<file path="config.mk">
export PLATFORM = sky130hd
export DESIGN_NAME = freqModel_flat
export DESIGN_NICKNAME = d
export VERILOG_FILES = /design/src/logic/codecParamPkg.sv /design/src/logic/codecIfs.sv /design/src/logic/freqModel.sv /design/src/flat_wrapper.sv
export SDC_FILE = /design/constraint.sdc
export NUM_CORES = 2
export LEC_CHECK = 0
export ABC_CLOCK_PERIOD_IN_PS = 6500
export BUFFER_PORTS_ARGS = -buffer_cell sky130_fd_sc_hd__buf_4
export CORE_UTILIZATION = 40
export DETAILED_ROUTE_END_ITERATION = 12
export SLEW_MARGIN = 25
export SYNTH_ARGS = -nofsm -noshare
export SYNTH_HDL_FRONTEND = slang
export SYNTH_SLANG_ARGS = --single-unit
</file>
<file path="constraint.sdc">
create_clock -name clk -period 6.5 [get_ports clk]
set_clock_uncertainty 0.2 [all_clocks]
set_input_delay 0.65 -clock clk [delete_from_list [all_inputs] [get_ports clk]]
set_output_delay 0.65 -clock clk [all_outputs]
set_load 0.02 [all_outputs]
</file>
<file path="src/logic/codecParamPkg.sv">
// coder constants; fixed 32-bit precision and 17-symbol alphabet, no frequency halving so total must stay below QUARTER
package codecParamPkg;

    localparam int PRECISION = 32;                 // width of the interval bounds
    localparam int NUM_SYMBOLS = 17;               // 16 data symbols plus end of stream
    localparam int EOF_SYMBOL = 16;
    localparam int SYM_W = $clog2(NUM_SYMBOLS);
    localparam int FREQ_W = PRECISION - 3;         // counts stay below a quarter of the range

    localparam logic [PRECISION-1:0] WHOLE = PRECISION'(1) << (PRECISION - 1);
    localparam logic [PRECISION-1:0] HALF = PRECISION'(1) << (PRECISION - 2);
    localparam logic [PRECISION-1:0] QUARTER = PRECISION'(1) << (PRECISION - 3);
    localparam logic [PRECISION-1:0] THREE_QUARTERS = PRECISION'(3) << (PRECISION - 3);

    // width times cumulative frequency, dividend of the divider
    localparam int PROD_W = PRECISION + FREQ_W;

    localparam int OUT_W = 32;                     // packed output word
    localparam int BITPOS_W = $clog2(OUT_W);       // bit index inside a word

    localparam int DIV_CYCLES = PRECISION;         // one quotient bit per cycle
    localparam int DIV_CNT_W = $clog2(DIV_CYCLES);

endpackage

</file>
<file path="src/logic/codecIfs.sv">


// lookup is combinational, update and clear land on the next edge
interface modelIf;
    logic [codecParamPkg::SYM_W-1:0] symbol;
    logic [codecParamPkg::FREQ_W-1:0] cumLow;
    logic [codecParamPkg::FREQ_W-1:0] cumHigh;
    logic [codecParamPkg::FREQ_W-1:0] total;
    logic update;
    logic clear;

    modport coder (output symbol, output update, output clear,
                   input cumLow, input cumHigh, input total);
    modport freqTable (input symbol, input update, input clear,
                       output cumLow, output cumHigh, output total);
endinterface


</file>
<file path="src/logic/freqModel.sv">
// adaptive cumulative frequency table; symbol must be below NUM_SYMBOLS, counts never halve
`timescale 1ns/1ps

module freqModel (
    input logic clk,
    input logic rstn,
    modelIf.freqTable model
);
    import codecParamPkg::*;

    logic [FREQ_W-1:0] cumLowTab [NUM_SYMBOLS];
    logic [FREQ_W-1:0] cumHighTab [NUM_SYMBOLS];
    logic [FREQ_W-1:0] totalReg;

    assign model.cumLow = cumLowTab[model.symbol];      // combinational lookup
    assign model.cumHigh = cumHighTab[model.symbol];
    assign model.total = totalReg;

    always_ff @(posedge clk) begin
        if (!rstn || model.clear) begin
            // every symbol starts with count 1
            for (int i = 0; i < NUM_SYMBOLS; i++) begin
                cumLowTab[i] <= FREQ_W'(i);
                cumHighTab[i] <= FREQ_W'(i + 1);
            end
            totalReg <= FREQ_W'(NUM_SYMBOLS);
        end else if (model.update) begin
            for (int i = 0; i < NUM_SYMBOLS; i++) begin
                if (SYM_W'(i) > model.symbol) begin
                    cumLowTab[i] <= cumLowTab[i] + 1'b1;     // whole slot moves up
                    cumHighTab[i] <= cumHighTab[i] + 1'b1;
                end else if (SYM_W'(i) == model.symbol) begin
                    cumHighTab[i] <= cumHighTab[i] + 1'b1;   // coded symbol widens
                end
            end
            totalReg <= totalReg + 1'b1;
        end
    end

endmodule

</file>
<file path="src/flat_wrapper.sv">
// flat-port wrapper written by rule: the top's interface ports become plain ports
module freqModel_flat import codecParamPkg::*;
  (clk, rstn, model_symbol, model_update, model_clear, model_cumLow, model_cumHigh, model_total);
  modelIf model_i ();
  input logic clk;
  input logic rstn;
  input wire logic [$bits(model_i.symbol)-1:0] model_symbol;
  input wire logic [$bits(model_i.update)-1:0] model_update;
  input wire logic [$bits(model_i.clear)-1:0] model_clear;
  output wire logic [$bits(model_i.cumLow)-1:0] model_cumLow;
  output wire logic [$bits(model_i.cumHigh)-1:0] model_cumHigh;
  output wire logic [$bits(model_i.total)-1:0] model_total;
  assign model_i.symbol = model_symbol;
  assign model_i.update = model_update;
  assign model_i.clear = model_clear;
  assign model_cumLow = model_i.cumLow;
  assign model_cumHigh = model_i.cumHigh;
  assign model_total = model_i.total;
  freqModel u_core (.clk(clk), .rstn(rstn), .model(model_i));
endmodule
</file>
[Word-level counts from Yosys, hierarchy flattened]
Memories as Yosys holds them, arrays and structs flattened.
Index checks and enable logic that the tools add are counted.
Storage, ports and cells
  word-level logic and storage cells: 331
  RAM bits: 986
  register bits after elaboration: 29
  memories: 2
Memories
  u_core.cumHighTab: depth 17, bits a word 29, rd ports 18, clocked after memory_dff 0, write ports 17, RTL line freqModel.sv:12  | logic [FREQ_W-1:0] cumHighTab [NUM_SYMBOLS];
  u_core.cumLowTab: depth 17, bits a word 29, rd ports 18, clocked after memory_dff 0, write ports 17, RTL line freqModel.sv:11  | logic [FREQ_W-1:0] cumLowTab [NUM_SYMBOLS];
Operators by class
  bitwise operators: 51
  add/sub/neg operators: 35
  $lt $le $gt $ge: 17
  muxes and demuxes: 206
  eq/ne operators: 16
  reductions and logical operators: 3
Operators by type and width (number)
  $mux W29: 51
  $add A29 B1 Y29 const B: 35
  $mux W1: 155
  $or A1 B1 Y1: 51
  $eq A4 B5 Y1 const A: 8
  $gt A4 B5 Y1 const A: 8
  $eq A3 B5 Y1 const A: 4
  $gt A3 B5 Y1 const A: 4
  $eq A2 B5 Y1 const A: 2
  $gt A1 B5 Y1 const A: 2
  $gt A2 B5 Y1 const A: 2
  $eq A1 B5 Y1 const A: 1
  $eq A5 B5 Y1 const A: 1
  $gt A5 B5 Y1 const A: 1
  $logic_not A5 Y1: 1
  $logic_not A1 Y1: 1
  $logic_or A1 B1 Y1: 1

[Depth between registers and ports, before layout]
  word-level depth: 7
  depth in mapped cells: 9
  depth with buffers taken out: 6

[Least setup slack after synthesis]
No wires, ideal clock.
  kind: input to register
  start: input port model_symbol[1]
  end: memory u_core.cumHighTab[0][0] (netlist bit), enable pin
  slack: 1.973 ns
  setup time: 0.460 ns
  arrival time: 3.868 ns
  path buffers: 4
  stages on the path: 6
  path through: buf_4 buf_2 or2_2 buf_2 clkbuf_1 o31ai_1
RTL lines
  from (decl): RTL line flat_wrapper.sv:7  | input wire logic [$bits(model_i.symbol)-1:0] model_symbol;
  to (decl): RTL line freqModel.sv:12

[Final worst setup path]
  start: input port model_symbol[0]
  end: output port model_cumLow[9]
Between the ends
  cells in the longest elaborated chain, start to end: 1
RTL lines
  $mem_v2 Z17 W29
  to (decl): RTL line flat_wrapper.sv:10  | output wire logic [$bits(model_i.cumLow)-1:0] model_cumLow;
Every way passes these cells.

==> flow_summary.yaml <==
worst_setup_path:
  crit_required_ns: 5.65
  crit_slowest_cell: "buf_8"
  max_stage_delay_ns: 0.63
  path_cells: "buf_8 -> buf_4 -> mux4_2 -> nor2b_1 -> nor3_1 -> a21oi_1 -> o21ai_0 -> buf_4"
  reg2reg_depth: 6
  arrival_ns: 3.73
  r2r_start: "u_core.cumHighTab[3][0]"
  start_kind: "input pin"
  crit_top_cell: "buf_4"
  crit_path_end_kind: "output pin"
  r2r_slack_ns: 3.74
  path_max_fanout: 98
  rr_endpoint: "u_core.cumHighTab[3][28]"
  worstSetupPathType: "in -> out"
placed_design:
  dp_cells: 7571
  routabilityCongestion: 0.8758
  port_buffers: 95
  dpl_cell_area_um2: 63690
  dp_hpwl_mm: 115.9
synthesis:
  synthesis.area_um2: 60840
  synth_seq_area_share: 0.4962
  ys_seq_elements: 1015
  ys.warnings.count: 0
  syn_nets: 5720
  yosysUniqueCellTypes: 52
  synthCells: 5676
  syn_area_per_cell_um2: 10.72
  synth-edff-count: 986
  synthArstFlopShare: 0
  synth_top_flop_cell: "edfxtp_1"
hold_path:
  min_to: "u_core.model.total[0]"
  holdPathStages: 3
  worst_hold_startpoint: "model_update"
  hold_path_class: "in -> reg"
flow_run:
  cap_violations: 0
sta:
  timing.hold.ws_ns: 0.1136
  rsz0062_at_grt: "false"
  max_slew_margin: 0.1987
  clock.fmax_ghz: 0.2185
  slew_viol_final: 0
  min_period_ns: 4.577
  min_period_over_period: 0.7041
  hold_viol_final: 0
  worst_pin_slew_ns: 1.189
  fin_tns_setup_ns: 0
  setup_viol: 0
detailed_routing:
  wl_per_cell_um: 21.50
  routed_via_density: 5.791
  drt_wl_total_mm: 167.6
  drc: 0
  dr.pass1.iters: 6
  postRouteAntennaNets: 0
  vias: 45140
  initialDrtViolationCount: 4341
power:
  clkPwrFrac: 0.420
  p_per_area_nw_per_um2: 236.1
  p_int_w: 0.01186
  ir_worst_vdd_mv: 0.2475
  leakage_nw: 21.89
  p_sw_w: 0.004104
  swShare: 0.2571
  p_seq_frac: 0.498
  total_power_w: 0.01596
  comb_power_share: 0.082
global_route:
  grt_pass1_wl_mm: 259.2
  grt_usage: 0.2152
  grt_max_degree: 175
  grt_antenna_before_repair: 2
  grt_overflow: 0
  grt_pass1_vias: 42420
cells_and_area:
  fin_area_um2: 67610
  drive_gt1_frac: 0.1203
  nFillCells: 13890
  instances_no_fill: 7794
  nets: 5720
  n_antenna_cell: 0
  syn2layout_area_growth_pct: 11.13
clock_network:
  cts-root-buf: "clkbuf_16"
  postCtsResizedCells: 0
  ctsHoldBuffers: 0
  post_cts_buffers: 0
  cts_tree: "built"
  insertion_delay_ns: 0.75
  cts_sinks: 1015
  clock_path_buffers: 3
  clkSlewWorstSetupHoldPaths_ns: 0.06
  cts_buffers: 117
  htreeDepth: 3
die:
  dieArea_um2: 153700
  fp-row-count: 142
  core_um2: 150300
  die_w_um: 392.0
  die_height_um: 392.0
  io_pins: 96
  start_util: 0.4048
outcome:
  status: "completed"
layout by cell type (no fill, tap or decap), drive strengths merged, types with 12 or more instances in the layout:
cell and count:
edfxtp 986, nor2 942, xor2 593, nand3 384, nand2 366, nand4 299
xnor2 276, nor3 186, mux4 174, buf 159, and3 145, clkbuf 142
o21ai 139, a21oi 126, mux2 114, and4 98, nor4 82, or3 78
inv 69, nor2b 65, mux2i 60, o22ai 57, clkinv 53, ha 35
and2 33, dfxtp 29, nand2b 19, bufinv 12
logic make-up (layout without fill, tap and decap cells):
| group | after synthesis | in the layout | synth area share |
|---|---|---|---|
| compound gates | 341 | 341 | 0.03001 |
| mux | 348 | 348 | 0.09545 |
| flops | 1015 | 1015 | 0.4962 |
| simple gates | 2724 | 2724 | 0.2232 |
| fa+ha+maj | 35 | 35 | 0.007198 |
| xor+xnor | 869 | 869 | 0.1251 |
| buf+inv | 344 | 446 | 0.02283 |
flip-flops by register name, summed over array words and instances, names as in the netlist:
| register | flops |
|---|---|
| u_core.cumLowTab | 493 |
| u_core.model.total | 29 |
| u_core.cumHighTab | 493 |
per-stage QoR:
stage / utilization / worst slack, ns
final: 0.4498 / 1.923
after global routing: 0.4498 / 1.733
after CTS: 0.4493 / 1.984
after detailed placement: 0.4237 / 1.986
after global placement: 0.4235 / 1.789
after floorplan: - / 1.973
per-layer routing:
layer | global-route usage | wire, um
met1 | 0.3173 | 75840
met2 | 0.3287 | 75590
met3 | 0.03333 | 12760
met4 | 0.05384 | 3369
met5 | 0 | 20
power by group through the flow:
stage / Sequential, W / Clock (W) / Combinational, W
6_report: 0.00795 / 0.00670 / 0.00131
5_1_grt: 0.00799 / 0.00705 / 0.00141
2_1_floorplan: 0.00791 / 0 / 0.000908
4_1_cts: 0.00794 / 0.00683 / 0.00131
3_3_place_gp: 0.00806 / 0 / 0.00128
3_5_place_dp: 0.00807 / 0 / 0.00130
cell usage after synthesis (3+ instances only):
cell      number  area (um^2)
edfxtp_1     986        29610
nor2_1       940         3528
xor2_1       593         5194
nand3_1      384         1922
nand2_1      366         1374
nand4_1      293         1833
xnor2_1      276         2417
clkbuf_1     198        743.2
mux4_2       173         3896
nor3_1       171        855.8
and3_1       145        907.1
o21ai_0      139        695.7
a21oi_1      126        630.6
mux2_2       114         1284
and4_1        98        858.3
or3_1         78        488.0
nor4_1        66        412.9
inv_1         65        244.0
nor2b_1       65        406.6
mux2i_1       60        600.6
o22ai_1       57        356.6
buf_2         51        255.2
ha_1          35        437.9
and2_1        33        206.5
dfxtp_1       29        580.6
buf_1         20        75.07
nand2b_1      19        118.9
nor3_2        14        140.1
nor4_2        14        175.2
buf_4          9        67.56
or2_2          9        56.30
or4_1          8        60.06
nand4_2        6        75.07
o211ai_1       4        30.03
o21bai_1       4        30.03
nor4b_1        3        26.28
o21a_1         3        22.52
o31ai_1        3        22.52
layout make-up:
class	instances	area, um^2	area share
clock buffers	142	3043	0.04501
clock inverters	79	795.8	0.01177
inverters	66	247.7	0.003664
multi-input cells	4317	29470	0.4358
flip-flops and latches	1015	30190	0.4465
well taps	2016	2522	0.03731
repair buffers	159	1344	0.01988
worst max-delay path by stage:
| stage | from | endpoint | slack, ns | cells past startpoint |
|---|---|---|---|---|
| floorplan | model_symbol[1] | u_core.cumHighTab[0][0] | 1.97 | 6 |
| global placement | model_symbol[2] | model_cumLow[6] | 1.79 | 8 |
| detailed placement | model_symbol[0] | model_cumLow[9] | 1.99 | 8 |
| CTS | model_symbol[0] | model_cumLow[9] | 1.98 | 8 |
| global route | model_symbol[0] | model_cumLow[6] | 1.73 | 8 |
| finish | model_symbol[0] | model_cumLow[9] | 1.92 | 8 |
worst max-delay path, delay by kind of cell:
kind | cells | cell delay [ns]
AND/OR/NAND/NOR | 2 | 0.20
buffers and inverters | 3 | 1.48
multiplexers | 1 | 0.56
AO/OA/AOI/OAI | 2 | 0.69
Note: power is estimated with default switching activity, not from simulation.
