--- src/logic/codecParamPkg.sv ---
// coder constants; fixed 32-bit precision and 17-symbol alphabet, no frequency halving so total must stay below QUARTER
package codecParamPkg;

    localparam int PRECISION = 32;                 // width of the interval bounds
    localparam int NUM_SYMBOLS = 17;               // 16 data symbols plus end of stream
    localparam int EOF_SYMBOL = 16;
    localparam int SYM_W = $clog2(NUM_SYMBOLS);
    localparam int FREQ_W = PRECISION - 3;         // counts stay below a quarter of the range

    localparam logic [PRECISION-1:0] WHOLE = PRECISION'(1) << (PRECISION - 1);
    localparam logic [PRECISION-1:0] HALF = PRECISION'(1) << (PRECISION - 2);
    localparam logic [PRECISION-1:0] QUARTER = PRECISION'(1) << (PRECISION - 3);
    localparam logic [PRECISION-1:0] THREE_QUARTERS = PRECISION'(3) << (PRECISION - 3);

    // width times cumulative frequency, dividend of the divider
    localparam int PROD_W = PRECISION + FREQ_W;

    localparam int OUT_W = 32;                     // packed output word
    localparam int BITPOS_W = $clog2(OUT_W);       // bit index inside a word

    localparam int DIV_CYCLES = PRECISION;         // one quotient bit per cycle
    localparam int DIV_CNT_W = $clog2(DIV_CYCLES);

endpackage

--- src/logic/codecIfs.sv ---
// internal buses of the encoder; modports are named from the point of view of each side
`timescale 1ns/1ps

// start is a one-cycle pulse, done follows exactly DIV_CYCLES cycles later
interface divIf;
    logic start;
    logic [codecParamPkg::PROD_W-1:0] dividend;
    logic [codecParamPkg::FREQ_W-1:0] divisor;
    logic done;
    logic [codecParamPkg::PRECISION-1:0] quotient;

    modport requester (output start, output dividend, output divisor,
                       input done, input quotient);
    modport server (input start, input dividend, input divisor,
                    output done, output quotient);
endinterface


--- src/logic/intervalDivider.sv ---
// restoring serial divider; quotient must fit PRECISION bits, i.e. dividend < divisor << PRECISION
`timescale 1ns/1ps

module intervalDivider (
    input logic clk,
    input logic rstn,
    divIf.server div
);
    import codecParamPkg::*;

    logic [FREQ_W-1:0] rem;
    logic [PRECISION-1:0] quo;              // low dividend bits out, quotient bits in
    logic [FREQ_W-1:0] divisorReg;
    logic [DIV_CNT_W-1:0] cyclesLeft;

    logic [FREQ_W-1:0] remIn;
    logic [PRECISION-1:0] quoIn;
    logic [FREQ_W-1:0] divisorIn;
    logic [FREQ_W:0] trial;
    logic [FREQ_W:0] diff;
    logic fits;

    // the first step runs on the start edge straight from the operands
    always_comb begin
        remIn = div.start ? div.dividend[PROD_W-1:PRECISION] : rem;
        quoIn = div.start ? div.dividend[PRECISION-1:0] : quo;
        divisorIn = div.start ? div.divisor : divisorReg;
        trial = {remIn, quoIn[PRECISION-1]};
        diff = trial - {1'b0, divisorIn};
        fits = (trial >= {1'b0, divisorIn});
    end

    assign div.quotient = quo;

    always_ff @(posedge clk) begin
        if (div.start || cyclesLeft != '0) begin
            rem <= fits ? diff[FREQ_W-1:0] : trial[FREQ_W-1:0];
            quo <= {quoIn[PRECISION-2:0], fits};
            divisorReg <= divisorIn;
        end
    end

    always_ff @(posedge clk) begin
        if (!rstn) begin
            cyclesLeft <= '0;
            div.done <= 1'b0;
        end else begin
            div.done <= 1'b0;
            if (div.start) begin
                cyclesLeft <= DIV_CNT_W'(DIV_CYCLES - 1);
            end else if (cyclesLeft != '0) begin
                cyclesLeft <= cyclesLeft - 1'b1;
                if (cyclesLeft == DIV_CNT_W'(1)) begin
                    div.done <= 1'b1;               // last quotient bit lands with this edge
                end
            end
        end
    end

endmodule

--- src/flat_wrapper.sv ---
// flat-port wrapper written by rule: the top's interface ports become plain ports
module intervalDivider_flat import codecParamPkg::*;
  (clk, rstn, div_start, div_dividend, div_divisor, div_done, div_quotient);
  divIf div_i ();
  input logic clk;
  input logic rstn;
  input wire logic [$bits(div_i.start)-1:0] div_start;
  input wire logic [$bits(div_i.dividend)-1:0] div_dividend;
  input wire logic [$bits(div_i.divisor)-1:0] div_divisor;
  output wire logic [$bits(div_i.done)-1:0] div_done;
  output wire logic [$bits(div_i.quotient)-1:0] div_quotient;
  assign div_i.start = div_start;
  assign div_i.dividend = div_dividend;
  assign div_i.divisor = div_divisor;
  assign div_done = div_i.done;
  assign div_quotient = div_i.quotient;
  intervalDivider u_core (.clk(clk), .rstn(rstn), .div(div_i));
endmodule
--- config.mk ---
export PLATFORM = sky130hd
export DESIGN_NAME = intervalDivider_flat
export DESIGN_NICKNAME = d
export VERILOG_FILES = /design/src/logic/codecParamPkg.sv /design/src/logic/codecIfs.sv /design/src/logic/intervalDivider.sv /design/src/flat_wrapper.sv
export SDC_FILE = /design/constraint.sdc
export NUM_CORES = 1
export LEC_CHECK = 0
export BUFFER_PORTS_ARGS = -buffer_cell sky130_fd_sc_hd__buf_2
export CAP_MARGIN = 20
export CORE_ASPECT_RATIO = 0.8
export CORE_MARGIN = 5
export CORE_UTILIZATION = 40
export DETAILED_ROUTE_END_ITERATION = 8
export GPL_ROUTABILITY_DRIVEN = 0
export PLACE_DENSITY_LB_ADDON = 0.12
export SYNTH_ARGS = -nofsm -noshare
export SYNTH_HDL_FRONTEND = slang
export SYNTH_SLANG_ARGS = --single-unit
--- constraint.sdc ---
create_clock -name clk -period 14.1 [get_ports clk]
set_clock_uncertainty 0.1 [all_clocks]
set_input_delay 2.115 -clock clk [delete_from_list [all_inputs] [get_ports clk]]
set_output_delay 2.115 -clock clk [all_outputs]
set_load 0.05 [all_outputs]
Yosys cells after proc, flatten, opt, wreduce, memory -nomap -nowiden:

Index checks and enable logic that the tools add are counted.

* bits in registers: 96
* input bits: 93
* output and inout port bits: 33
* logic and storage cells: 22

* add/sub/neg operators: 2
* order comparisons: 1
* equal/unequal tests: 1
* mux-type cells: 7
* bitwise operators: 2
* reductions and logical operators: 4

Operator list (number)
* $mux W29: 3
* $mux W32: 1
* $ge A30 B29 Y1: 1
* $sub A29 B29 Y29: 1
* $mux W5: 2
* $eq A5 B1 Y1 const B: 1
* $reduce_bool A5 Y1: 1
* $sub A5 B1 Y5 const B: 1
* $reduce_or A3 Y1: 1
* $not A1 Y1: 2
* $reduce_bool A2 Y1: 1
* $logic_or A1 B1 Y1: 1
* $mux W1: 1

Depth between registers and ports, before layout:

* depth in word-level cells: 3
* gate-level depth with buffers: 16
* depth with buffers taken out: 11

Worst setup path after synthesis:

Ideal clock, no wire load.

* path kind: input-to-reg
* from: input port div_start
* to: register u_core.rem[10] (data pin)
* library setup time: 0.260 ns
* arrival: 5.657 ns
* data required time: 13.740 ns
* setup slack: 8.082 ns
* stages: 15
* buffers on the path: 4
* cell sequence: clkbuf_1 -> clkbuf_1 -> buf_1 -> mux2_2 -> ha_1 -> fa_1 -> nor2b_1 -> o21ai_0 -> a211oi_2 -> o21ai_2 -> a31oi_1 -> and3_1 -> or2_4 -> buf_12 -> mux2_4

* cells in the longest elaborated chain, start to end: 3
* elaborated cells on any way between the ends: 6
* classes of those cells: add/sub: 1; order compare: 1; mux: 4

RTL lines
* start, declared: RTL line flat_wrapper.sv:7 `input wire logic [$bits(div_i.start)-1:0] div_start;`
* $mux W29 *: RTL line intervalDivider.sv:27 `divisorIn = div.start ? div.divisor : divisorReg;`
* via u_core.divisorIn[0]: RTL line intervalDivider.sv:18 `logic [FREQ_W-1:0] divisorIn;`
* $sub A29 B29 Y29 / $ge A30 B29 Y1 (equally long branches): RTL line intervalDivider.sv:29, intervalDivider.sv:30
* $mux W29 *: RTL line intervalDivider.sv:37 `rem <= fits ? diff[FREQ_W-1:0] : trial[FREQ_W-1:0];`
* end signal, assigned: RTL line intervalDivider.sv:37
* end, declared: RTL line intervalDivider.sv:11 `logic [FREQ_W-1:0] rem;`

The timed path passes the listed nets; every way through them passes the cells marked *.
A chain may end at the register's enable or synchronous reset.

Worst setup path after layout:

* from: input port div_start
* to: register u_core.rem[19] (data pin)

The elaborated chain is that of the path after synthesis.

==> load_flow_metrics.sql <==
INSERT INTO impl_metrics (metric_group, metric, value, unit) VALUES
('cells_and_area', 'seq_area', '0.00282', 'mm2'),
('floorplanning', 'fp.coreArea', '0.0151', 'mm2'),
('synth', 'synthesis.yosys.warnings', '0', ''),
('cells_and_area', 'highest_count_cells_in_the_layout_ignoring_fill_and_taps', 'sky130_fd_sc_hd__buf_2, sky130_fd_sc_hd__edfxtp_1, sky130_fd_sc_hd__mux2_2', ''),
('global_route', 'grt_pass1_wl', '21900', 'um'),
('setup_path', 'worst_setup_path_start_kind', 'primary input', ''),
('drt', 'vias_per_cell', '5.06', ''),
('cells_and_area', 'synthToLayoutAreaGrowth', '17.7', '%'),
('clock_network', 'cts_inserted_buffers', '9', ''),
('drt', 'dr.first_iter.drc_count', '177', ''),
('timing', 'hold_viol', '0', ''),
('cells_and_area', 'postLayoutCellArea', '0.00732', 'mm2'),
('synth', 'leading_register_cell_type_out_of_synthesis', 'sky130_fd_sc_hd__edfxtp_1', ''),
('clock_network', 'cts.repair.resized', '0', ''),
('timing', 'timing.final.crit_share', '45.8', '%'),
('clock_network', 'postCtsSetupRepairBufs', '0', ''),
('synth', 'synth_compound_gate_area_share', '10.2', '%'),
('placed_design', 'place.detailed.hpwl', '10100', 'um'),
('synth', 'synthesis.instances', '514', ''),
('synth', 'yosys.area_share.adder', '6.76', '%'),
('timing', 'worst_slew_margin', '38.6', '%'),
('synth', 'synth.avg_cell_area', '12.1', 'um2'),
('floorplanning', 'chipWidth', '149', 'um'),
('cells_and_area', 'drive_above_1_share', '36.5', '%'),
('floorplanning', 'initial_utilization', '41.1', '%'),
('hold_path', 'worstHoldStart', 'u_core.divisorReg[26]$_DFFE_PP_', ''),
('setup_path', 'launch_point_of_the_worst_reg_to_reg_path', 'u_core.divisorReg[0]$_DFFE_PP_', ''),
('clock_network', 'worst_skew_pair.late_latency', '360', 'ps'),
('hold_path', 'cell_count_of_the_worst_hold_path', '2', ''),
('placed_design', 'portBuffers', '125', ''),
('drt', 'drt_first_pass_iters', '4', ''),
('setup_path', 'criticalPathCategory', 'primary input to flop', ''),
('clock_network', 'cts_hold_repair.buffers', '0', ''),
('global_route', 'grt_overflow_total', '0', ''),
('drt', 'post_drt_wl_per_cell', '16.1', 'um'),
('synth', 'xor_xnor_share_of_the_synthesized_area', '3.52', '%'),
('global_route', 'first_global_vias', '4253', ''),
('drt', 'remaining_drc_errors', '0', ''),
('setup_path', 'worst-r2r-cell-count', '11', ''),
('synth', 'synth-seq-area-share', '45.4', '%'),
('cells_and_area', 'final_cells', '848', ''),
('synth', 'synthSimpleGateAreaFrac', '7.27', '%'),
('global_route', 'grt_antenna_before_repair', '0', ''),
('cells_and_area', 'mostFrequentLayoutCell', 'sky130_fd_sc_hd__buf_2', ''),
('pwr', 'power_per_cell_area', '180', 'mW/mm2'),
('timing', 'grt_setup_unrepaired', 'no', ''),
('drt', 'routed_wirelength', '13700', 'um'),
('timing', 'clock.fmax', '0.155', 'GHz'),
('setup_path', 'worstSetupEndpointType', 'flop', ''),
('synth', 'post_synth_instance_area', '0.00621', 'mm2'),
('cells_and_area', 'nFillCells', '1417', ''),
('setup_path', 'timing.critical_path.required', '14100', 'ps'),
('status', 'status', 'finished clean', ''),
('floorplanning', 'io_pins', '126', ''),
('timing', 'finalSetupViolCount', '0', ''),
('clock_network', 'clock-root-buffer', 'sky130_fd_sc_hd__clkbuf_16', ''),
('setup_path', 'timing.critical_path.arrival', '6460', 'ps'),
('timing', 'layout_min_cycle_time', '6450', 'ps'),
('setup_path', 'r2r_end', 'u_core.rem[19]$_DFFE_PP_', ''),
('global_route', 'grt_max_degree', '70', ''),
('synth', 'async_reset_ff_share', '0', '%'),
('synth', 'yosysUniqueCellTypes', '57', ''),
('clock_network', 'htreeDepth', '3', ''),
('synth', 'synthesis.nets', '640', ''),
('setup_path', 'r2r_slack', '10380', 'ps'),
('timing', 'drv_slew', '0', ''),
('job', 'max-cap-violations', '0', ''),
('placed_design', 'post_place_instance_area', '0.00701', 'mm2'),
('drt', 'final_antenna_net_count', '0', ''),
('hold_path', 'timing.hold.worst_endpoint', 'u_core.divisorReg[26]$_DFFE_PP_', ''),
('synth', 'combinational_family_with_the_most_area_after_synthesis', 'multiplexers', '');
state kept, by name, indices dropped and copies added, names as in the netlist:
register and flops:
u_core.rem 29, u_core.div.quotient 32, u_core.cyclesLeft 5, u_core.div.done 1, u_core.divisorReg 29
layout make-up:
type / instances / share of cell area, %
Clock inverter: 7 / 1.15
Inverter: 42 / 2.15
Multi-Input combinational cell: 357 / 42.7
Clock buffer: 9 / 3.08
Tap cell: 210 / 3.59
Sequential cell: 96 / 38.6
Timing Repair Buffer: 127 / 8.79
kinds of logic (layout without fill, tap and decap cells):
group,count (synthesis),after routing
AND/OR/NAND/NOR,84,84
flip-flops,96,96
adder cells (fa/ha/maj),33,33
multiplexers,120,120
XOR/XNOR,25,25
buffers and inverters,61,185
AO/OA/AOI/OAI,95,95
routing by layer:
layer	global-route usage [%]	routed length (um)	share of wire, %	vias to the layer above
met1	22.2	7100	52	2005
li1	-	-	-	2152
met5	0	0	0	-
met4	4.17	155	1.1	0
met3	4.14	848	6.2	13
met2	21.9	5560	41	117
cell usage after synthesis, types with 3 or more instances:
master,number,share of area (%)
sky130_fd_sc_hd__a21o_1,20,2.4
sky130_fd_sc_hd__a21oi_1,26,2.1
sky130_fd_sc_hd__a31oi_1,5,0.50
sky130_fd_sc_hd__and2_1,3,0.30
sky130_fd_sc_hd__and3_1,7,0.70
sky130_fd_sc_hd__buf_1,3,0.18
sky130_fd_sc_hd__buf_12,3,0.97
sky130_fd_sc_hd__clkbuf_1,13,0.79
sky130_fd_sc_hd__dfxtp_1,6,1.9
sky130_fd_sc_hd__edfxtp_1,90,43
sky130_fd_sc_hd__ha_1,32,6.4
sky130_fd_sc_hd__inv_1,42,2.5
sky130_fd_sc_hd__mux2_2,57,10
sky130_fd_sc_hd__mux2_4,23,5.6
sky130_fd_sc_hd__mux2i_1,40,6.4
sky130_fd_sc_hd__nand2_1,11,0.66
sky130_fd_sc_hd__nand2b_1,5,0.50
sky130_fd_sc_hd__nand3_1,7,0.56
sky130_fd_sc_hd__nand4_1,7,0.70
sky130_fd_sc_hd__nor2_1,20,1.2
sky130_fd_sc_hd__nor2b_1,5,0.50
sky130_fd_sc_hd__nor3_1,5,0.40
sky130_fd_sc_hd__nor3b_1,5,0.60
sky130_fd_sc_hd__o21a_1,7,0.85
sky130_fd_sc_hd__o21ai_0,11,0.89
sky130_fd_sc_hd__xnor2_1,19,2.7
sky130_fd_sc_hd__xor2_1,6,0.85
metrics by stage:
step | setup WS (ps) | hold WS, ps
after global placement | 7350 | 450
after detailed placement | 7250 | 453
after floorplan | 8080 | 422
after CTS | 7630 | 470
final | 7650 | 469
after global routing | 7320 | 489
worst max-delay path, cell delays in order:
cell and delay (ps):
sky130_fd_sc_hd__buf_4 370, sky130_fd_sc_hd__buf_4 780, sky130_fd_sc_hd__mux2_2 430, sky130_fd_sc_hd__ha_1 230, sky130_fd_sc_hd__fa_1 410, sky130_fd_sc_hd__nor2b_1 170
sky130_fd_sc_hd__o21ai_0 170, sky130_fd_sc_hd__a211oi_2 340, sky130_fd_sc_hd__o21ai_2 100, sky130_fd_sc_hd__a31oi_1 170, sky130_fd_sc_hd__and3_1 230, sky130_fd_sc_hd__or2_4 500
sky130_fd_sc_hd__mux2_4 350
where the power goes:
group	switching [mW]	leakage (nW)	internal [mW]	total, mW
registers	0.0230	0.995	0.414	0.437
logic	0.322	2.19	0.299	0.620
clock network	0.120	0.155	0.142	0.261
worst max-delay path by stage:
stage	start	endpoint	cells past startpoint
after floorplan	div_start	u_core.rem[10]$_DFFE_PP_	15
after global placement	div_start	u_core.rem[9]$_DFFE_PP_	13
after detailed placement	div_start	u_core.rem[8]$_DFFE_PP_	13
after CTS	div_start	u_core.rem[12]$_DFFE_PP_	13
after global routing	div_start	u_core.rem[19]$_DFFE_PP_	13
final	div_start	u_core.rem[19]$_DFFE_PP_	13
No activity file was read; power rests on OpenSTA's default activity.
