--- config.mk ---
export PLATFORM = sky130hd
export DESIGN_NAME = bitPacker_flat
export DESIGN_NICKNAME = d
export VERILOG_FILES = /design/src/logic/codecParamPkg.sv /design/src/logic/codecStatePkg.sv /design/src/logic/codecIfs.sv /design/src/logic/bitPacker.sv /design/src/flat_wrapper.sv
export SDC_FILE = /design/constraint.sdc
export NUM_CORES = 1
export LEC_CHECK = 0
export BUFFER_PORTS_ARGS = -buffer_cell sky130_fd_sc_hd__buf_2
export CAP_MARGIN = 15
export CORE_MARGIN = 4
export CORE_UTILIZATION = 50
export DETAILED_ROUTE_END_ITERATION = 6
export GPL_TIMING_DRIVEN = 0
export PLACE_DENSITY = 0.77
export SETUP_SLACK_MARGIN = 0.1
export SYNTH_ARGS = -nofsm -noshare
export SYNTH_HDL_FRONTEND = slang
export SYNTH_SLANG_ARGS = --single-unit
--- constraint.sdc ---
create_clock -name clk -period 2 [get_ports clk]
set_input_delay 0.5 -clock clk [delete_from_list [all_inputs] [get_ports clk]]
set_output_delay 0.5 -clock clk [all_outputs]
set_load 0.005 [all_outputs]
--- src/logic/codecParamPkg.sv ---
// coder constants; fixed 32-bit precision and 17-symbol alphabet, no frequency halving so total must stay below QUARTER
package codecParamPkg;

    localparam int PRECISION = 32;                 // width of the interval bounds
    localparam int NUM_SYMBOLS = 17;               // 16 data symbols plus end of stream
    localparam int EOF_SYMBOL = 16;
    localparam int SYM_W = $clog2(NUM_SYMBOLS);
    localparam int FREQ_W = PRECISION - 3;         // counts stay below a quarter of the range

    localparam logic [PRECISION-1:0] WHOLE = PRECISION'(1) << (PRECISION - 1);
    localparam logic [PRECISION-1:0] HALF = PRECISION'(1) << (PRECISION - 2);
    localparam logic [PRECISION-1:0] QUARTER = PRECISION'(1) << (PRECISION - 3);
    localparam logic [PRECISION-1:0] THREE_QUARTERS = PRECISION'(3) << (PRECISION - 3);

    // width times cumulative frequency, dividend of the divider
    localparam int PROD_W = PRECISION + FREQ_W;

    localparam int OUT_W = 32;                     // packed output word
    localparam int BITPOS_W = $clog2(OUT_W);       // bit index inside a word

    localparam int DIV_CYCLES = PRECISION;         // one quotient bit per cycle
    localparam int DIV_CNT_W = $clog2(DIV_CYCLES);

endpackage

--- src/logic/codecStatePkg.sv ---
// state encodings of the interval coder and bit packer FSMs; values carry no external meaning
package codecStatePkg;

    typedef enum logic [3:0] {
        CODER_IDLE,
        CODER_MUL,          // form products, launch upper bound division
        CODER_DIV_HIGH,     // wait for new b
        CODER_DIV_LOW,      // wait for new a
        CODER_RESCALE,
        CODER_EMIT,         // rescale bit or final bit
        CODER_PENDING,      // opposite bits owed to middle rescales
        CODER_REQUEST,      // newBitsRequested open
        CODER_RELEASE,      // wait for newBitsProvided to drop
        CODER_DRAIN         // last word still in the packer
    } coderState_t;

    typedef enum logic [1:0] {
        PACK_FILL,
        PACK_WAIT_READ,
        PACK_WAIT_RELEASE
    } packState_t;

endpackage

--- src/logic/codecIfs.sv ---


// a bit moves when valid is high and busy is low
interface bitIf;
    logic valid;
    logic codeBit;
    logic last;
    logic [2:0] lastBytes;
    logic busy;

    modport source (output valid, output codeBit, output last, output lastBytes,
                    input busy);
    modport sink (input valid, input codeBit, input last, input lastBytes,
                  output busy);
endinterface

--- src/logic/bitPacker.sv ---
// packs code bits LSB first into OUT_W-bit words; no bits are taken until readSuccess has dropped
`timescale 1ns/1ps

module bitPacker (
    input logic clk,
    input logic rstn,
    input logic readSuccess,
    bitIf.sink bits,
    output logic resultReady,
    output logic [2:0] validOutputBytes,
    output logic [codecParamPkg::OUT_W-1:0] out
);
    import codecParamPkg::*;
    import codecStatePkg::*;

    packState_t state;
    logic [BITPOS_W-1:0] bitPos;

    assign bits.busy = (state != PACK_FILL);

    always_ff @(posedge clk) begin
        if (!rstn) begin
            state <= PACK_FILL;
            bitPos <= '0;
            resultReady <= 1'b0;
            validOutputBytes <= 3'd0;
            out <= '0;
        end else begin
            case (state)
                PACK_FILL: begin
                    if (bits.valid) begin
                        out[bitPos] <= bits.codeBit;
                        if (bits.last || bitPos == BITPOS_W'(OUT_W - 1)) begin
                            resultReady <= 1'b1;        // word full or stream closed
                            validOutputBytes <= bits.last ? bits.lastBytes : 3'(OUT_W / 8);
                            state <= PACK_WAIT_READ;
                        end else begin
                            bitPos <= bitPos + 1'b1;
                        end
                    end
                end
                PACK_WAIT_READ: begin
                    if (readSuccess) begin
                        resultReady <= 1'b0;
                        out <= '0;
                        bitPos <= '0;
                        state <= PACK_WAIT_RELEASE;
                    end
                end
                PACK_WAIT_RELEASE: begin
                    if (!readSuccess) begin
                        state <= PACK_FILL;             // busy drops on the next cycle
                    end
                end
                default: begin
                    state <= PACK_FILL;
                end
            endcase
        end
    end

endmodule

--- src/flat_wrapper.sv ---
// flat-port wrapper written by rule: the top's interface ports become plain ports
module bitPacker_flat import codecParamPkg::*; import codecStatePkg::*;
  (clk, rstn, readSuccess, resultReady, validOutputBytes, out, bits_valid, bits_codeBit, bits_last, bits_lastBytes, bits_busy);
  bitIf bits_i ();
  input logic clk;
  input logic rstn;
  input logic readSuccess;
  output logic resultReady;
  output logic [2:0] validOutputBytes;
  output logic [codecParamPkg::OUT_W-1:0] out;
  input wire logic [$bits(bits_i.valid)-1:0] bits_valid;
  input wire logic [$bits(bits_i.codeBit)-1:0] bits_codeBit;
  input wire logic [$bits(bits_i.last)-1:0] bits_last;
  input wire logic [$bits(bits_i.lastBytes)-1:0] bits_lastBytes;
  output wire logic [$bits(bits_i.busy)-1:0] bits_busy;
  assign bits_i.valid = bits_valid;
  assign bits_i.codeBit = bits_codeBit;
  assign bits_i.last = bits_last;
  assign bits_i.lastBytes = bits_lastBytes;
  assign bits_busy = bits_i.busy;
  bitPacker u_core (.clk(clk), .rstn(rstn), .readSuccess(readSuccess), .bits(bits_i), .resultReady(resultReady), .validOutputBytes(validOutputBytes), .out(out));
endmodule
Word level (Yosys, flattened, before mapping):

Index checks and enable logic that the tools add are counted.

* flip-flop bits (word level): 43
* input bits: 9
* output and inout port bits: 37
* word-level logic and storage cells: 46

* $add $sub $neg: 1
* order comparisons: 2
* equality and inequality tests: 8
* mux-type cells: 20
* reductions and logical operators: 10

Operator list (count)
* 32-bit two-way mux: 2
* 32-bit case mux with 2 select lines: 1
* 32-bit bitwise mux: 1
* 5-bit two-way mux: 3
* 4-bit AND reduction: 3
* 5-bit case mux with 2 select lines: 1
* 2-bit two-way mux: 4
* 2-bit != test, second input constant: 4
* 5-bit by 6-bit < comparator with 1-bit output, second input constant: 1
* 2-bit case mux with 3 select lines: 1
* 3-bit AND reduction: 2
* 5-bit by 1-bit adder with 5-bit output, second input constant: 1
* 1-bit demux with 5-bit select: 1
* 5-bit equality test, second input constant: 1
* 5-bit by 1-bit >= comparator with 1-bit output, second input constant: 1
* 1-bit two-way mux: 4
* 2-bit nonzero test: 2
* 3-bit two-way mux: 1
* 2-bit by 1-bit equality test with 1-bit output, second input constant: 1
* 2-bit equality test, second input constant: 1
* 2-bit logical NOT: 1
* 2-bit by 1-bit != test with 1-bit output, second input constant: 1
* 1-bit case mux with 2 select lines: 1
* 1-bit logical AND: 1
* 1-bit logical OR: 1

Depth between registers and ports, before layout:

* word-level depth: 7
* mapped depth: 7
* gate-level depth less buffers: 6

Worst setup path before layout:

Ideal clock, no wire load.

* path type: register to register
* start point: register u_core.bitPos[0]
* end point: register u_core.bitPos[3]
* library setup time: 0.118 ns
* data arrival time: 1.948 ns
* required time: 1.882 ns
* slack: -0.067 ns
* stages on the path, launching flop included: 8
* path buffers: 1
* period minus slack after synthesis: 2.067 ns
* cells stage by stage: dfxtp_1 -> ha_1 -> buf_2 -> and3_1 -> ha_1 -> or4b_4 -> a221oi_2 -> o2bb2ai_1

* word-level cells in the longest chain between the ends: 4
* elaborated cells on any way between the ends: 8
* those cells by class: add/sub (1); eq/ne (2); mux (3); reduce/logical (2)

RTL lines
* start, declared: RTL line bitPacker.sv:17 `logic [BITPOS_W-1:0] bitPos;`
* start signal, assigned: RTL line bitPacker.sv:38 `bitPos <= bitPos + 1'b1;`
* 5-bit by 1-bit adder with 5-bit output / 5-bit equality test (equally long branches): RTL line bitPacker.sv:38, bitPacker.sv:33
* 5-bit two-way mux / 1-bit logical OR (equally long branches): RTL line bitPacker.sv:33 `if (bits.last || bitPos == BITPOS_W'(OUT_W - 1)) begin`
* 5-bit two-way mux / 2-bit != test (equally long branches)
* 5-bit case mux with 2 select lines / 4-bit AND reduction (equally long branches)

Several ways; a longest one is shown, not always the timed one. The select of a mux whose other input is x is not followed.
A chain may end at the register's enable or synchronous reset.

Worst setup path after layout:

* start point: register u_core.bitPos[1]
* end point: register u_core.bitPos[3]

The elaborated chain is that of the path after synthesis.

==> results.sh <==
export IMPL_tns_ps=0
export IMPL_nets=351
export IMPL_synth_area_mux_share=0.02237
export IMPL_yosys_area_share_adder=0.02601
export IMPL_finalWirelength_um=7007
export IMPL_path_delay_family="simple AND/OR/NAND/NOR gates"
export IMPL_crit_path_max_fanout=3
export IMPL_max_cap_viol_count=0
export IMPL_hold_viol_final=0
export IMPL_dr_total_vias=2454
export IMPL_power_density_nw_per_um2=584.5
export IMPL_power_frac_seq=0.512
export IMPL_viasPerCell=6.292
export IMPL_grt_total_usage=0.2382
export IMPL_grt_max_degree=20
export IMPL_synthFlopType="dfxtp_1"
export IMPL_post_route_period_util=0.9496
export IMPL_synthSimpleGateAreaFrac=0.2643
export IMPL_clock_latency_ps=300
export IMPL_ff2ff_setup_slack_ps=100
export IMPL_setup_worst_path_start="u_core.bitPos[1]"
export IMPL_htree_num_levels=2
export IMPL_antenna_found_initial=0
export IMPL_grt_pass1_wl_um=11560
export IMPL_place_gp_congestion=0.9202
export IMPL_cts_hold_buffers=0
export IMPL_cts_tree="built"
export IMPL_synth_top_family_by_area="simple AND/OR/NAND/NOR gates"
export IMPL_final_core_util=0.6481
export IMPL_cts_buffer_depth=2
export IMPL_path_class="flip-flop to flip-flop"
export IMPL_reg2reg_depth=6
export IMPL_syn_inst=280
export IMPL_clkTransAtPathRegs_ps=80
export IMPL_drt_initial_drc_count=283
export IMPL_hold_class="primary input to flip-flop"
export IMPL_cp_depth=6
export IMPL_syn_avg_cell_area_um2=8.589
export IMPL_postRouteAntennaNets=0
export IMPL_relSlewSlack=0.6408
export IMPL_pwr_share_clk=0.356
export IMPL_synth_xor_area_share=0.003642
export IMPL_dieArea_um2=5983
export IMPL_synthesis_nets=294
export IMPL_p_sw_uw=441.0
export IMPL_peakVddDrop_uv=414.4
export IMPL_cp_arrival_ps=2090
export IMPL_die_w_um=77.35
export IMPL_grt_pass1_vias=2238
export IMPL_syn_cell_area_um2=2405
export IMPL_cts_root_buf="clkbuf_8"
export IMPL_crit_end="u_core.bitPos[3]"
export IMPL_path_buf_inv=0
export IMPL_cts_buffers=5
export IMPL_ys_ff_latch=43
export IMPL_ios=46
export IMPL_synthArstFlopShare=0
export IMPL_overflow=0
export IMPL_fin_crit_ps=1899
export IMPL_synth_compound_area_share=0.2508
export IMPL_cpMaxStageDelayCell="or4b_4"
export IMPL_ys_seq_area_frac=0.3580
export IMPL_drtPass1Iterations=5
export IMPL_cp_end_kind="flip-flop"
export IMPL_path_cells="ha_4 -> and3_4 -> ha_4 -> or4b_4 -> a221oi_2 -> o2bb2ai_1"
export IMPL_setup_viol=0
export IMPL_fmax_mhz=526.5
export IMPL_cts_sinks=43
export IMPL_syn_to_final_growth_pct=21.38
export IMPL_internal_power_uw=1265
export IMPL_place_hpwl_um=4900
export IMPL_yosys_warnings=0
export IMPL_initial_core_util=0.5339
export IMPL_drc=0
export IMPL_outcome="completed"
export IMPL_fp_coreArea_um2=4504
export IMPL_required_ps=2190
export IMPL_insertedDiodeCount=0
export IMPL_r2r_end="u_core.bitPos[3]"
export IMPL_p_leak_uw=0.001124
export IMPL_synth_edf_count=0
export IMPL_finClkSkew_ps=7.557
export IMPL_cpMostUsedCell="ha_4"
export IMPL_wl_per_cell_um=17.97
export IMPL_synth_distinct_cells=43
export IMPL_final_fill_count=405
export IMPL_rsz0062_at_grt="yes"
export IMPL_worstReg2RegStart="u_core.bitPos[1]"
export IMPL_die_h_um=77.35
export IMPL_p_comb_frac=0.132
export IMPL_netSwitchingFraction=0.2585
export IMPL_drive_gt1_frac=0.2663
export IMPL_io_buffers=44
export IMPL_slowest_delay_ps=560
export IMPL_startpoint_type="flip-flop"
export IMPL_worst_pin_slew_ps=537.7
export IMPL_drv_slew=0
export IMPL_rows=24
-- per-layer routing --
metal	vias up	wire length (um)	global-route usage
li1	1173	-	-
met1	1151	3136	0.3333
met2	120	3254	0.3722
met3	10	536	0.04630
met4	0	78	0.07295
met5	-	0	0
-- power by group through the flow --
stage / clock network (uW) / registers (uW) / logic, uW
global route: 659 / 876 / 244
global placement: 0 / 897 / 204
finish: 607 / 874 / 225
detailed placement: 0 / 897 / 207
floorplan: 0 / 897 / 143
CTS: 614 / 874 / 216
-- kinds of logic (layout without fill, tap and decap cells) --
logic type | count (synthesis) | in the layout
XOR/XNOR | 1 | 1
AND/OR/NAND/NOR | 102 | 102
adder cells (fa/ha/maj) | 5 | 5
buffers and inverters | 41 | 99
multiplexers | 5 | 5
AO/OA/AOI/OAI | 83 | 83
flip-flops | 43 | 43
-- Yosys cell counts, types with 3 or more instances --
cell | n | area share
dfxtp_1 | 43 | 0.36
a211oi_1 | 25 | 0.078
o22ai_1 | 26 | 0.068
mux2i_1 | 4 | 0.017
nand3_1 | 9 | 0.019
a41oi_1 | 4 | 0.015
nand2_1 | 39 | 0.061
nand4_1 | 3 | 0.0078
nor2_1 | 4 | 0.0062
nor2b_1 | 5 | 0.013
inv_1 | 5 | 0.0078
ha_1 | 5 | 0.026
nor3_1 | 3 | 0.0062
buf_2 | 15 | 0.031
and3_1 | 3 | 0.0078
o21ai_0 | 8 | 0.017
o311ai_0 | 3 | 0.011
clkbuf_1 | 20 | 0.031
or4b_1 | 4 | 0.017
a21boi_0 | 4 | 0.012
nand4bb_1 | 11 | 0.052
nand4b_1 | 11 | 0.040
-- flip-flops by register name, indices dropped and copies added, names as in the netlist --
signal,flops
u_core.out,32
u_core.state,2
u_core.bitPos,5
u_core.resultReady,1
u_core.validOutputBytes,3
-- cell usage in the layout, fill, tap and decap left out, drive strengths merged, types with 8 or more instances in the layout --
cell / netlist / final
buf: 16 / 69
o21ai: 8 / 8
dfxtp: 43 / 43
a211oi: 25 / 25
clkbuf: 20 / 25
nand4bb: 11 / 11
nand3: 9 / 9
o22ai: 26 / 26
nand2: 39 / 39
nand4b: 11 / 11
-- per-stage QoR --
stage               instances  power (uW)  worst slack, ps  cell area (um2)  hold WS, ps
floorplan                 280        1040            65.59             2456        459.5
global placement          376        1101           -75.97             2741        459.8
detailed placement        376        1104           -87.79             2741        458.0
CTS                       384        1704            53.57             2864        471.5
global route              390        1779            36.13             2919        491.7
finish                    390        1706            100.8             2919        468.2
-- area by class of cell --
| cell class | count | area [um2] | share of cell area |
|---|---|---|---|
| multi-input combinational | 196 | 1401 | 0.4801 |
| sequential | 43 | 868.3 | 0.2975 |
| timing repair buffer | 53 | 287.8 | 0.09859 |
| buffer | 33 | 177.7 | 0.06087 |
| clock buffer | 8 | 100.1 | 0.03429 |
| tap | 52 | 65.06 | 0.02229 |
| inverter | 5 | 18.77 | 0.006429 |
-- how the worst min path moves through the flow --
stage	to	slack, ps	startpoint	depth (start not counted)
after floorplan	u_core.out[31]	460	u_core.out[31]	2
after global placement	u_core.out[2]	460	u_core.out[2]	2
after detailed placement	u_core.out[13]	460	u_core.out[13]	2
final	u_core.validOutputBytes[0]	470	bits_lastBytes[0]	3
after CTS	u_core.validOutputBytes[0]	470	bits_lastBytes[0]	3
after global routing	u_core.out[0]	490	u_core.out[0]	2
-- repair_timing --
action	4_1_cts	5_1_grt
pin swaps	5	5
gates resized for setup	9	8
buffers inserted	3	6
endpoints found under the setup margin	6	9
-- tightest hold or removal path, cell delays in order --
cell and delay (ps):
buf_2 100, nand3_1 60, a21boi_0 70
Power figures use the tool's default switching activity.
